==> config.mk <==
export PLATFORM = sky130hd
export DESIGN_NAME = microcode
export DESIGN_NICKNAME = d
export VERILOG_FILES = /design/src/cpu_exec_pkg.sv /design/src/cpu_ctrl_pkg.sv /design/src/microcode.sv
export VERILOG_INCLUDE_DIRS = /design/src /design/src/include
export SDC_FILE = /design/constraint.sdc
export NUM_CORES = 1
export LEC_CHECK = 0
export ABC_CLOCK_PERIOD_IN_PS = 2150
export CORE_MARGIN = 2
export CORE_UTILIZATION = 40
export DETAILED_ROUTE_END_ITERATION = 8
export DONT_BUFFER_PORTS = 1
export GPL_ROUTABILITY_DRIVEN = 0
export MAX_ROUTING_LAYER = met4
export PLACE_DENSITY = 0.66
export SLEW_MARGIN = 15
export SYNTH_ARGS = -nofsm -noshare
export SYNTH_HDL_FRONTEND = slang
export SYNTH_SLANG_ARGS = --single-unit
==> constraint.sdc <==
create_clock -name vclk -period 2.15
set_clock_uncertainty 0.05 [all_clocks]
set_input_delay 0.43 -clock vclk [all_inputs]
set_output_delay 0.43 -clock vclk [all_outputs]
set_load 0.05 [all_outputs]
==> src/include/cpu_macros.svh <==
`ifndef CPU_MACROS_SVH
`define CPU_MACROS_SVH

// Data word width in bits.
`define CPU_WORD_W 32
// RAM word-address bits, 256 words.
`define CPU_RAM_AW 8
// Register file entries, r31 doubles as the PC.
`define CPU_NREGS 32
// Micro-op counter width.
`define CPU_UOP_W 5
`define CPU_PC_REG 31

`endif
==> src/cpu_exec_pkg.sv <==
package cpu_exec_pkg;

  typedef enum logic [2:0] {
    MLU_ADD  = 3'd0,  // A + B + cin.
    MLU_SUB  = 3'd1,  // A + ~B + cin.
    MLU_AND  = 3'd2,
    MLU_OR   = 3'd3,
    MLU_ANOT = 3'd4   // A & ~B.
  } mlu_op_t;

  typedef enum logic [1:0] {
    SHIFT_NONE      = 2'd0,  // Pass TMP0.
    SHIFT_LEFT      = 2'd1,
    SHIFT_SIGNEXT16 = 2'd2
  } shift_mode_t;

endpackage

==> src/cpu_ctrl_pkg.sv <==
package cpu_ctrl_pkg;

  typedef enum logic [5:0] {
    OP_RESET = 6'd0,  // Clear PC, then fetch.
    OP_FETCH = 6'd1,  // Load opword at PC, bump PC.
    OP_LHU   = 6'd2,  // rD = zeroext(I).
    OP_ADDU  = 6'd3,  // rD = rS + zeroext(I).
    OP_ADD3  = 6'd4,  // rD = rA + rB.
    OP_SW    = 6'd5,  // [rD] = rS.
    OP_OR3   = 6'd6,  // rD = rA | rB.
    OP_LH    = 6'd7,  // rD = signext(I).
    OP_BEQ   = 6'd8,  // If rA == rB then PC += signext(I).
    OP_LW    = 6'd9,  // rD = [rS].
    OP_SLL   = 6'd10  // rD = rS << I[4:0].
  } opcode_t;

  typedef enum logic [3:0] {
    OUT_NONE       = 4'd0,  // Bus reads zero.
    OUT_REG        = 4'd1,
    OUT_TMP0       = 4'd2,
    OUT_TMP1       = 4'd3,
    OUT_MEM        = 4'd4,
    OUT_MLU        = 4'd5,
    OUT_SHIFTER    = 4'd6,
    OUT_CTRL_DATA  = 4'd8,  // Zero-extended ctrl_data.
    OUT_OPWORD_IMM = 4'd9   // Zero-extended opword[15:0].
  } out_sel_t;

  typedef enum logic [2:0] {
    IN_NONE, IN_REG, IN_TMP0, IN_TMP1, IN_MEM, IN_OPWORD, IN_OPCODE
  } in_sel_t;

  typedef enum logic [1:0] {
    REG_SEL_OPWORD0, REG_SEL_OPWORD1, REG_SEL_OPWORD2, REG_SEL_CTRL
  } reg_sel_t;

  typedef enum logic [1:0] {COND_ZERO, COND_CARRY, COND_NEG, COND_NONE} cond_sel_t;

  localparam logic OPC_FROM_OPWORD = 1'b0;
  localparam logic OPC_FROM_BUS    = 1'b1;

  typedef struct packed {
    logic [3:0] rsvd;         // Bits 31:28, always zero.
    cond_sel_t  cond_sel;     // Bits 27:26.
    logic       opcode_sel;   // Bit 25.
    logic       shift_arith;  // Bit 24, no arithmetic shift in this core.
    logic [1:0] shift_mode;   // Bits 23:22, a cpu_exec_pkg::shift_mode_t.
    logic       mlu_carry;    // Bit 21.
    logic [2:0] mlu_op;       // Bits 20:18, a cpu_exec_pkg::mlu_op_t.
    logic       misc;         // Bit 17, restarts the micro-op counter.
    in_sel_t    in_sel;       // Bits 16:14.
    out_sel_t   out_sel;      // Bits 13:10.
    reg_sel_t   reg_sel;      // Bits 9:8.
    logic [7:0] ctrl_data;    // Bits 7:0.
  } ctrl_word_t;

endpackage

==> src/microcode.sv <==
`timescale 1ns/1ps
`include "cpu_macros.svh"

module microcode (
  input  logic [11:0]              uaddr,
  output cpu_ctrl_pkg::ctrl_word_t ctrl
);
  logic                  cond;  // Latched condition.
  cpu_ctrl_pkg::opcode_t opcode;
  logic [4:0]            uop;

  assign cond   = uaddr[11];
  assign opcode = cpu_ctrl_pkg::opcode_t'(uaddr[10:5]);
  assign uop    = uaddr[4:0];

  // Load FETCH through the bus and restart the counter.
  `define GO_FETCH begin \
      ctrl.ctrl_data  = {2'b00, cpu_ctrl_pkg::OP_FETCH}; \
      ctrl.out_sel    = cpu_ctrl_pkg::OUT_CTRL_DATA; \
      ctrl.in_sel     = cpu_ctrl_pkg::IN_OPCODE; \
      ctrl.misc       = 1'b1; \
      ctrl.opcode_sel = cpu_ctrl_pkg::OPC_FROM_BUS; \
    end

  always_comb begin
    ctrl = '0;
    case (opcode)
      cpu_ctrl_pkg::OP_RESET: begin
        case (uop)
          0: begin  // PC = 0, bus is zero for none.
            ctrl.ctrl_data = 8'(`CPU_PC_REG);
            ctrl.reg_sel   = cpu_ctrl_pkg::REG_SEL_CTRL;
            ctrl.in_sel    = cpu_ctrl_pkg::IN_REG;
          end
          default: `GO_FETCH
        endcase
      end
      cpu_ctrl_pkg::OP_FETCH: begin
        case (uop)
          0: begin
            ctrl.ctrl_data = 8'(`CPU_PC_REG);
            ctrl.reg_sel   = cpu_ctrl_pkg::REG_SEL_CTRL;
            ctrl.out_sel   = cpu_ctrl_pkg::OUT_REG;  // PC to TMP0 as address.
            ctrl.in_sel    = cpu_ctrl_pkg::IN_TMP0;
          end
          1: begin
            ctrl.out_sel = cpu_ctrl_pkg::OUT_MEM;  // Instruction word.
            ctrl.in_sel  = cpu_ctrl_pkg::IN_OPWORD;
          end
          2: begin
            ctrl.ctrl_data = 8'd4;  // PC step.
            ctrl.out_sel   = cpu_ctrl_pkg::OUT_CTRL_DATA;
            ctrl.in_sel    = cpu_ctrl_pkg::IN_TMP1;
          end
          3: begin
            ctrl.ctrl_data = 8'(`CPU_PC_REG);
            ctrl.reg_sel   = cpu_ctrl_pkg::REG_SEL_CTRL;
            ctrl.out_sel   = cpu_ctrl_pkg::OUT_MLU;  // PC + 4.
            ctrl.in_sel    = cpu_ctrl_pkg::IN_REG;
            ctrl.mlu_op    = cpu_exec_pkg::MLU_ADD;
          end
          default: begin
            ctrl.in_sel     = cpu_ctrl_pkg::IN_OPCODE;  // Dispatch.
            ctrl.misc       = 1'b1;
            ctrl.opcode_sel = cpu_ctrl_pkg::OPC_FROM_OPWORD;
          end
        endcase
      end
      cpu_ctrl_pkg::OP_LHU: begin
        case (uop)
          0: begin
            ctrl.reg_sel = cpu_ctrl_pkg::REG_SEL_OPWORD0;
            ctrl.out_sel = cpu_ctrl_pkg::OUT_OPWORD_IMM;
            ctrl.in_sel  = cpu_ctrl_pkg::IN_REG;
          end
          default: `GO_FETCH
        endcase
      end
      cpu_ctrl_pkg::OP_LH: begin
        case (uop)
          0: begin
            ctrl.out_sel = cpu_ctrl_pkg::OUT_OPWORD_IMM;
            ctrl.in_sel  = cpu_ctrl_pkg::IN_TMP0;
          end
          1: begin
            ctrl.reg_sel    = cpu_ctrl_pkg::REG_SEL_OPWORD0;
            ctrl.out_sel    = cpu_ctrl_pkg::OUT_SHIFTER;  // Sign-extended imm.
            ctrl.in_sel     = cpu_ctrl_pkg::IN_REG;
            ctrl.shift_mode = cpu_exec_pkg::SHIFT_SIGNEXT16;
          end
          default: `GO_FETCH
        endcase
      end
      cpu_ctrl_pkg::OP_ADDU, cpu_ctrl_pkg::OP_SLL,
      cpu_ctrl_pkg::OP_ADD3, cpu_ctrl_pkg::OP_OR3: begin
        case (uop)
          0: begin
            ctrl.reg_sel = cpu_ctrl_pkg::REG_SEL_OPWORD1;
            ctrl.out_sel = cpu_ctrl_pkg::OUT_REG;
            ctrl.in_sel  = cpu_ctrl_pkg::IN_TMP0;
          end
          1: begin
            ctrl.reg_sel = cpu_ctrl_pkg::REG_SEL_OPWORD2;
            ctrl.in_sel  = cpu_ctrl_pkg::IN_TMP1;
            if (opcode == cpu_ctrl_pkg::OP_ADD3 || opcode == cpu_ctrl_pkg::OP_OR3)
              ctrl.out_sel = cpu_ctrl_pkg::OUT_REG;  // rB.
            else
              ctrl.out_sel = cpu_ctrl_pkg::OUT_OPWORD_IMM;
          end
          2: begin
            ctrl.reg_sel = cpu_ctrl_pkg::REG_SEL_OPWORD0;
            ctrl.in_sel  = cpu_ctrl_pkg::IN_REG;
            ctrl.out_sel = cpu_ctrl_pkg::OUT_MLU;
            if (opcode == cpu_ctrl_pkg::OP_OR3)
              ctrl.mlu_op = cpu_exec_pkg::MLU_OR;
            if (opcode == cpu_ctrl_pkg::OP_SLL) begin
              ctrl.out_sel    = cpu_ctrl_pkg::OUT_SHIFTER;
              ctrl.shift_mode = cpu_exec_pkg::SHIFT_LEFT;
            end
          end
          default: `GO_FETCH
        endcase
      end
      cpu_ctrl_pkg::OP_SW, cpu_ctrl_pkg::OP_LW: begin
        case (uop)
          0: begin  // Address register into TMP0.
            ctrl.reg_sel = (opcode == cpu_ctrl_pkg::OP_SW) ?
                           cpu_ctrl_pkg::REG_SEL_OPWORD0 : cpu_ctrl_pkg::REG_SEL_OPWORD1;
            ctrl.out_sel = cpu_ctrl_pkg::OUT_REG;
            ctrl.in_sel  = cpu_ctrl_pkg::IN_TMP0;
          end
          1: begin
            if (opcode == cpu_ctrl_pkg::OP_SW) begin
              ctrl.reg_sel = cpu_ctrl_pkg::REG_SEL_OPWORD1;  // rS to memory.
              ctrl.out_sel = cpu_ctrl_pkg::OUT_REG;
              ctrl.in_sel  = cpu_ctrl_pkg::IN_MEM;
            end else begin
              ctrl.reg_sel = cpu_ctrl_pkg::REG_SEL_OPWORD0;  // Memory to rD.
              ctrl.out_sel = cpu_ctrl_pkg::OUT_MEM;
              ctrl.in_sel  = cpu_ctrl_pkg::IN_REG;
            end
          end
          default: `GO_FETCH
        endcase
      end
      cpu_ctrl_pkg::OP_BEQ: begin
        case (uop)
          0: begin
            ctrl.reg_sel = cpu_ctrl_pkg::REG_SEL_OPWORD0;
            ctrl.out_sel = cpu_ctrl_pkg::OUT_REG;
            ctrl.in_sel  = cpu_ctrl_pkg::IN_TMP0;
          end
          1: begin
            ctrl.reg_sel = cpu_ctrl_pkg::REG_SEL_OPWORD1;
            ctrl.out_sel = cpu_ctrl_pkg::OUT_REG;
            ctrl.in_sel  = cpu_ctrl_pkg::IN_TMP1;
          end
          2: begin  // rA - rB, zero flag seen next step.
            ctrl.mlu_op    = cpu_exec_pkg::MLU_SUB;
            ctrl.mlu_carry = 1'b1;
            ctrl.cond_sel  = cpu_ctrl_pkg::COND_ZERO;
          end
          3: begin
            if (cond) begin
              ctrl.out_sel = cpu_ctrl_pkg::OUT_OPWORD_IMM;  // Offset for sign extend.
              ctrl.in_sel  = cpu_ctrl_pkg::IN_TMP0;
            end else begin
              `GO_FETCH  // Not equal, skip.
            end
          end
          4: ctrl.in_sel = cpu_ctrl_pkg::IN_TMP1;  // TMP1 = 0.
          5: begin
            ctrl.out_sel    = cpu_ctrl_pkg::OUT_SHIFTER;
            ctrl.in_sel     = cpu_ctrl_pkg::IN_TMP1;
            ctrl.shift_mode = cpu_exec_pkg::SHIFT_SIGNEXT16;
          end
          6: begin
            ctrl.ctrl_data = 8'(`CPU_PC_REG);
            ctrl.reg_sel   = cpu_ctrl_pkg::REG_SEL_CTRL;
            ctrl.out_sel   = cpu_ctrl_pkg::OUT_REG;
            ctrl.in_sel    = cpu_ctrl_pkg::IN_TMP0;
          end
          7: begin  // PC += offset.
            ctrl.ctrl_data = 8'(`CPU_PC_REG);
            ctrl.reg_sel   = cpu_ctrl_pkg::REG_SEL_CTRL;
            ctrl.out_sel   = cpu_ctrl_pkg::OUT_MLU;
            ctrl.in_sel    = cpu_ctrl_pkg::IN_REG;
          end
          default: `GO_FETCH
        endcase
      end
      default: `GO_FETCH
    endcase
  end

  `undef GO_FETCH

endmodule

==> results by group, run 1 <==
Routing
  – Via count: 1388
  – Total wire length: 3723 µm
  – Pre-Repair DR Iteration Count: 5
  – Post-route ant nets: 0
  – Initial DRC Count: 125
  – # DRC: 0
  – WL/cell: between 15 and 20 µm
  – Via density: about 6.7

Worst setup path
  – Critical path required time: between 1.5 and 2 ns
  – WP buf/inv: 0
  – CP top delay family: compound AO/OA/AOI/OAI gates
  – WS Path Type: in -> out
  – Worst path slowest cell: or3_4
  – Worst path max stage delay: 0.42 ns
  – CP Max Fanout: 11
  – Setup crit start kind: input pin
  – CP cell instances: or3_4, o21ai_2, nand3_2, a21o_4, a211o_4
  – Crit path DAT: about 1.7 ns
  – Setup crit end kind: primary output
  – Stages on the worst setup path: 5

Logic synthesis
  – Register area share after synthesis: 0%
  – Post-Syn Instances: 159
  – Number of distinct library cells after synthesis: 47
  – Post-Syn Area per Cell: 6.177 µm²
  – Synth warnings: 0
  – Area of the mapped netlist: 982.2 µm²

GRT
  – Global-route met3 utilization: 1.389%
  – Total GRT Usage: approximately a quarter
  – Busiest layer in global routing: met2
  – Met2 Usage GRT: 42.18%
  – Total grt overflow: 0
  – Initial antenna violation count: 0
  – Met1 usage: 34.62%
  – Largest net degree at the start of global routing: 26
  – Global-route wire length before repair: 5616 µm
  – Number of global-route vias before repair: between 1000 and 1500

Pwr
  – Power density over the cells: 144.8 nW/µm²
  – VDD IR-drop max: 143.6 µV
  – Leak Pwr: 0.0005431 µW
  – Final Power: 227.7 µW

Floorplanning
  – I/O Pins: 44
  – Core area: 2276 µm²
  – Die height: roughly 54 µm
  – Die area: 2868 µm²
  – Row cnt: 17
  – DIE WIDTH: 53.55 µm
  – Starting density of the core: between 40 and 50%

Cells and area
  – Seq Cell Count: 0
  – Sequential Area: 0 µm²
  – Area of the multi-input gates: 1124 µm²
  – Area grow syn2layout: 60.13%
  – Nets: 193
  – Final core occ: 69.10%
  – Fillers: 178
  – # diodes: 0
  – Clock buffers: 0
  – Cell Count, Final, Fillers Out: around 210
  – Layout cell share with drive strength beyond 1: 48.60%

STA
  – Final slew viol count: 0
  – Final setup fails: 3
  – RSZ-0062 raised after global routing: yes
  – PnR worst setup slack: -0.02610 ns
  – Fin crit period: 2.176 ns
  – FMAX: 459.5 MHz
  – Tcrit/Tclk final: 101.2%
  – Final Hold Vio Count: 0

Worst hold path
  – Hold Path Class: in -> out
  – HP Start: uaddr[8]
  – Worst Hold Path Cells: 2
  – Hold EP: ctrl[16]

Place
  – Post-DP HPWL: 2650 µm
  – DP Cell Count: slightly above 200
  – IO Port Bufs: 0

Clock network
  – Postcts setup bufs: 0

Status
  – Status: finished, violations left
  – Failing checks: negative setup slack

Run
  – Max_cap viols: 0
-- area by class of cell --
cell class | count | share of cell area, %
tap | 28 | 2.228
multi-input combinational | 140 | 71.44
timing repair buffer | 36 | 25.62
inverter | 3 | 0.7160
-- what timing repair did --
item,CTS,global route
endpoints found under the setup margin,7,14
resized for setup,7,21
gates cloned,0,1
pin swaps,3,12
hold buffers,0,0
-- report_power, final --
group          switching [µW]  leakage, µW  internal [µW]  total, µW
Sequential                  0            0              0          0
Combinational             149     0.000543           78.8        228
Clock                       0            0              0          0
-- synth_stat cells, types with 2 or more instances --
library cell / instances / share of area, %
nand2b_1: 3 / 1.9
inv_1: 3 / 1.1
nor2b_1: 5 / 3.2
nor4_1: 3 / 1.9
o21ai_0: 11 / 5.6
a21o_1: 4 / 3.1
nor3b_1: 3 / 2.3
buf_2: 10 / 5.1
o32ai_1: 2 / 1.8
nand3_1: 7 / 3.6
a31oi_1: 5 / 3.2
nor3_1: 6 / 3.1
nand2_1: 10 / 3.8
o211ai_1: 4 / 3.1
or4b_1: 2 / 2.0
nor2_1: 18 / 6.9
nand4_1: 6 / 3.8
a21oi_1: 10 / 5.1
buf_6: 3 / 3.4
or2_2: 3 / 1.9
buf_4: 13 / 9.9
and4bb_2: 2 / 2.5
a311oi_1: 2 / 1.8
-- cell usage in the layout, fill, tap and decap left out, types with 3 or more instances in the layout --
| master | count |
|---|---|
| nand2b_1 | 3 |
| a31oi_1 | 3 |
| nor2_4 | 3 |
| buf_4 | 24 |
| nor2b_1 | 5 |
| nand2_1 | 10 |
| nor2_2 | 3 |
| nor2_1 | 12 |
| nand3_2 | 5 |
| nor3_1 | 5 |
| nand4_1 | 6 |
| o211ai_1 | 4 |
| inv_1 | 3 |
| conb_1 | 11 |
| a21oi_1 | 8 |
| a21o_4 | 3 |
| buf_12 | 10 |
| o21ai_0 | 7 |
-- per-layer routing --
metal / vias up / wire (µm)
li1: 615 / -
met1: 639 / 1444
met2: 119 / 1767
met3: 15 / 385
met4: 0 / 126
met5: - / 0
-- worst max-delay path by stage --
stage	from	to	slack, ns
floorplan	uaddr[2]	ctrl[13]	-0.28
global placement	uaddr[4]	ctrl[0]	-0.08
detailed placement	uaddr[4]	ctrl[0]	-0.10
CTS	uaddr[4]	ctrl[13]	-0.05
global route	uaddr[2]	ctrl[13]	-0.06
finish	uaddr[2]	ctrl[0]	-0.03
-- metrics by stage --
step           TNS (ns)  worst slack, ns  hold slack [ns]  instance area, µm²
6_report       -0.05091         -0.02610            1.070                1573
5_1_grt         -0.3865         -0.05678            1.080                1573
4_1_cts         -0.1253         -0.05305            1.083                1470
3_5_place_dp    -0.3546          -0.1031            1.083                1435
3_3_place_gp    -0.2042         -0.07803            1.074                1435
2_1_floorplan    -1.783          -0.2750            1.051                1204
-- logic make-up (layout without fill, tap and decap cells) --
| family | count (synthesis) | count (layout) | share of synthesized area [%] |
|---|---|---|---|
| AND/OR/NAND/NOR | 73 | 74 | 41.28 |
| AO/OA/AOI/OAI | 52 | 52 | 35.42 |
| other | 1 | 11 | 0.3818 |
| XOR/XNOR | 2 | 2 | 1.784 |
| multiplexers | 1 | 1 | 1.146 |
| buffers and inverters | 30 | 39 | 20.00 |
No activity file was read; power rests on OpenSTA's default activity.
==> run 2, diff against run 1 <==
--- a/config.mk
+++ b/config.mk
@@ -7,13 +7,15 @@
 export NUM_CORES = 1
 export LEC_CHECK = 0
 export ABC_CLOCK_PERIOD_IN_PS = 2150
+export CELL_PAD_IN_SITES_DETAIL_PLACEMENT = 1
+export CELL_PAD_IN_SITES_GLOBAL_PLACEMENT = 1
 export CORE_MARGIN = 2
 export CORE_UTILIZATION = 40
 export DETAILED_ROUTE_END_ITERATION = 8
 export DONT_BUFFER_PORTS = 1
 export GPL_ROUTABILITY_DRIVEN = 0
 export MAX_ROUTING_LAYER = met4
-export PLACE_DENSITY = 0.66
+export PLACE_DENSITY_LB_ADDON = 0.2
 export SLEW_MARGIN = 15
 export SYNTH_ARGS = -nofsm -noshare
 export SYNTH_HDL_FRONTEND = slang
==> results by group, run 2 <==
Logic synthesis
  – Largest family of logic cells by synthesized area: simple AND/OR/NAND/NOR gates (unchanged)
  – Fraction of the mapped netlist area in adder cells: 0% (unchanged)
  – Post-Syn Area per Cell: 6.177 µm² (unchanged)
  – Synth warnings: 0 (unchanged)
  – Synth cell count leaders: nor2_1, buf_4, o21ai_0 (unchanged)
  – Yosys top cell by area: buf_4 (unchanged)
  – Area of the mapped netlist: 982.2 µm² (unchanged)
  – Area share of the largest cell type after synthesis: 9.936% (unchanged)
  – Post-Syn Instances: 159 (unchanged)
  – Number of distinct library cells after synthesis: 47 (unchanged)
  – Top-count cell post-synth: nor2_1 (unchanged)
  – Post-synthesis xor/xnor area fraction: 1.783% (unchanged)
  – Register area share after synthesis: 0% (unchanged)
  – Mux cell area share after synthesis: 1.146% (unchanged)
  – Top post-synthesis cells by area: buf_4, nor2_1, o21ai_0 (unchanged)
  – Simple-Gate Fraction of Synth Area: 41.27% (unchanged)
  – Compound-gate portion of the synthesized area: 35.41% (unchanged)

Status
  – Last stage reached: 5_1_grt
  – Tool error: [ERROR DPL-0033] detailed placement checks failed during check placement.
  – Status: stopped before the end (was finished, violations left)

GRT
  – Initial antenna violation count: 0
  – Largest net degree at the start of global routing: 26

STA
  – Worst endpoint pin kind: top-level output
  – Grt repair worst endpoint: ctrl[13]

Floorplanning
  – DIE WIDTH: 53.55 µm (unchanged)
  – I/O Pins: 44 (unchanged)
  – Die height: 53.55 µm (unchanged)
  – Starting density of the core: 43.16% (unchanged)
  – Row cnt: 17 (unchanged)

Place
  – IO Port Bufs: 0 (unchanged)
  – Post-DP HPWL: 3372 µm (was 2650 µm)
  – DP Cell Count: 205 (was 206)
-- run 2: logic make-up after synthesis --
family,after synthesis
and+or+nand+nor,73
xor gates and xnor gates,2
muxes,1
other,1
AOI/OAI and AO/OA,52
buffers and inverters,30
-- run 2: timing repair --
action	in CTS
hold buffers	0
gates resized for setup	17
buffers inserted	2
setup endpoints to repair	11
pin swaps	6
-- run 2: metrics by stage --
stage	worst slack (ns)	instance area (µm²)	TNS, ns
floorplan	-0.2750	1204	-1.783
global placement	-0.05460	1428	-0.2789
detailed placement	-0.1261	1428	-0.7321
CTS	-0.08461	1528	-0.1753
==> run 3, diff against run 2 <==
--- a/config.mk
+++ b/config.mk
@@ -7,15 +7,12 @@
 export NUM_CORES = 1
 export LEC_CHECK = 0
 export ABC_CLOCK_PERIOD_IN_PS = 2150
-export CELL_PAD_IN_SITES_DETAIL_PLACEMENT = 1
-export CELL_PAD_IN_SITES_GLOBAL_PLACEMENT = 1
 export CORE_MARGIN = 2
-export CORE_UTILIZATION = 40
+export CORE_UTILIZATION = 25
 export DETAILED_ROUTE_END_ITERATION = 8
 export DONT_BUFFER_PORTS = 1
 export GPL_ROUTABILITY_DRIVEN = 0
-export MAX_ROUTING_LAYER = met4
-export PLACE_DENSITY_LB_ADDON = 0.2
+export PLACE_DENSITY_LB_ADDON = 0.15
 export SLEW_MARGIN = 15
 export SYNTH_ARGS = -nofsm -noshare
 export SYNTH_HDL_FRONTEND = slang
==> results by group, run 3 (synthesis gave the netlist of run 1 again) <==
Status
  – Status: finished, violations left (was stopped before the end)
  – Failing checks: negative setup slack

Floorplanning
  – Die height: 66.68 µm (was 53.55 µm)
  – Row cnt: 22 (was 17)
  – Core area: 3716 µm²
  – DIE WIDTH: 66.68 µm (was 53.55 µm)
  – Starting density of the core: 26.43% (was 43.16%)
  – Die area: ~4400 µm²
  – I/O Pins: 44 (unchanged)

Cells and area
  – Fin area: between 1500 and 2000 µm²
  – Clock buffers: 0
  – Layout cell share with drive strength beyond 1: 48.65%
  – Sequential Area: 0 µm²
  – Seq Cell Count: 0
  – Most frequent cells in the layout: buf_4, nor2_1, conb_1
  – Area grow syn2layout: 61.40%
  – Most common cell after layout, fill and taps aside: buf_4
  – # diodes: 0
  – Nets: 199

Worst hold path
  – Hold Path Class: in -> out
  – Worst Hold Path Cells: 3

Pwr
  – Power density over the cells: around 150 nW/µm²
  – Combinational Power Share: 100.0%
  – Switching Share: 64.19%
  – Sw Pwr: 147.8 µW
  – Clock power share: 0%
  – Internal power: just over 80 µW
  – Leak Pwr: 0.0005606 µW
  – Sequential power share: 0%
  – VDD IR-drop max: 76.66 µV

GRT
  – Total grt overflow: 0
  – Global-route wire length before repair: 6051 µm
  – Largest net degree at the start of global routing: 26
  – Initial antenna violation count: 0
  – Total GRT Usage: 16.89%
  – Number of global-route vias before repair: between 1000 and 1500

Routing
  – Via count: 1331
  – Initial DRC Count: between 60 and 70
  – Total wire length: 3786 µm
  – Pre-Repair DR Iteration Count: 4
  – Via density: approximately 5.7
  – WL/cell: 16.25 µm
  – Post-route ant nets: 0
  – # DRC: 0

STA
  – Tcrit/Tclk final: 104.2%
  – FMAX: about 450 MHz
  – Final setup fails: 4
  – Setup TNS: -0.2465 ns
  – Final Hold Vio Count: 0
  – Fin Hold WS: 1.075 ns
  – Fin crit period: 2.240 ns
  – PnR worst setup slack: -0.09023 ns
  – RSZ-0062 raised after global routing: yes
  – Final slew viol count: 0

Worst setup path
  – Critical path required time: 1.67 ns
  – Setup crit start kind: input pin
  – WS Path Type: in -> out
  – Crit path DAT: 1.76 ns
  – CP Max Fanout: 8
  – Setup crit end kind: primary output

Place
  – DP Area: 1478 µm² (was 1428 µm²)
  – Post-DP HPWL: 2927 µm (was 3372 µm)
  – IO Port Bufs: 0 (unchanged)
  – Place WS: -0.1079 ns (was -0.1261 ns)

Clock network
  – Hold bufs inserted after CTS: 0 (unchanged)

Run
  – Max_cap viols: 0
run 3: cell type report:
type                       instances  area [µm²]
fill                             383        2131
multi-input combinational        139        1075
timing repair buffer              43       439.2
tap                               48       60.06
inverter                           3       11.26
run 3: repair_timing:
action,CTS,global route
setup buffers,1,2
gates resized for setup,13,8
endpoints found under the setup margin,8,18
pin swaps,4,10
run 3: final timing paths:
path / startpoint / endpoint / slack [ns]
setup / recovery: uaddr[4] / ctrl[13] / -0.09
hold / removal: uaddr[1] / ctrl[2] / 1.07
run 3: metrics by stage:
stage / cells / util, % / total power (µW)
finish: 233 / 42.66 / 230.2
global route: 233 / 42.66 / 243.2
global placement: 230 / 39.76 / 212.6
floorplan: 169 / - / 204.0
CTS: 231 / 41.31 / 222.1
detailed placement: 230 / 39.76 / 212.5
run 3: layer usage:
metal / wire length, µm / up-vias / track usage, % / share of wire (%)
met5: 0 / - / 0 / 0
met4: 29 / 0 / 1.786 / 0.77
met3: 220 / 2 / 0.5068 / 5.8
met2: 1853 / 65 / 28.88 / 49
met1: 1682 / 629 / 24.22 / 44
li1: - / 635 / - / -
run 3: worst max-delay path, cell delays in order:
cell and delay [ns]:
or3_4 0.42, o41a_1 0.36, o221ai_2 0.14, nand4_1 0.20
buf_12 0.21
run 3: power groups by stage:
stage                     logic (µW)  clock network, µW  registers, µW
final                            230                  0              0
after CTS                        222                  0              0
after global placement           213                  0              0
after floorplan                  204                  0              0
after detailed placement         212                  0              0
after global routing             243                  0              0
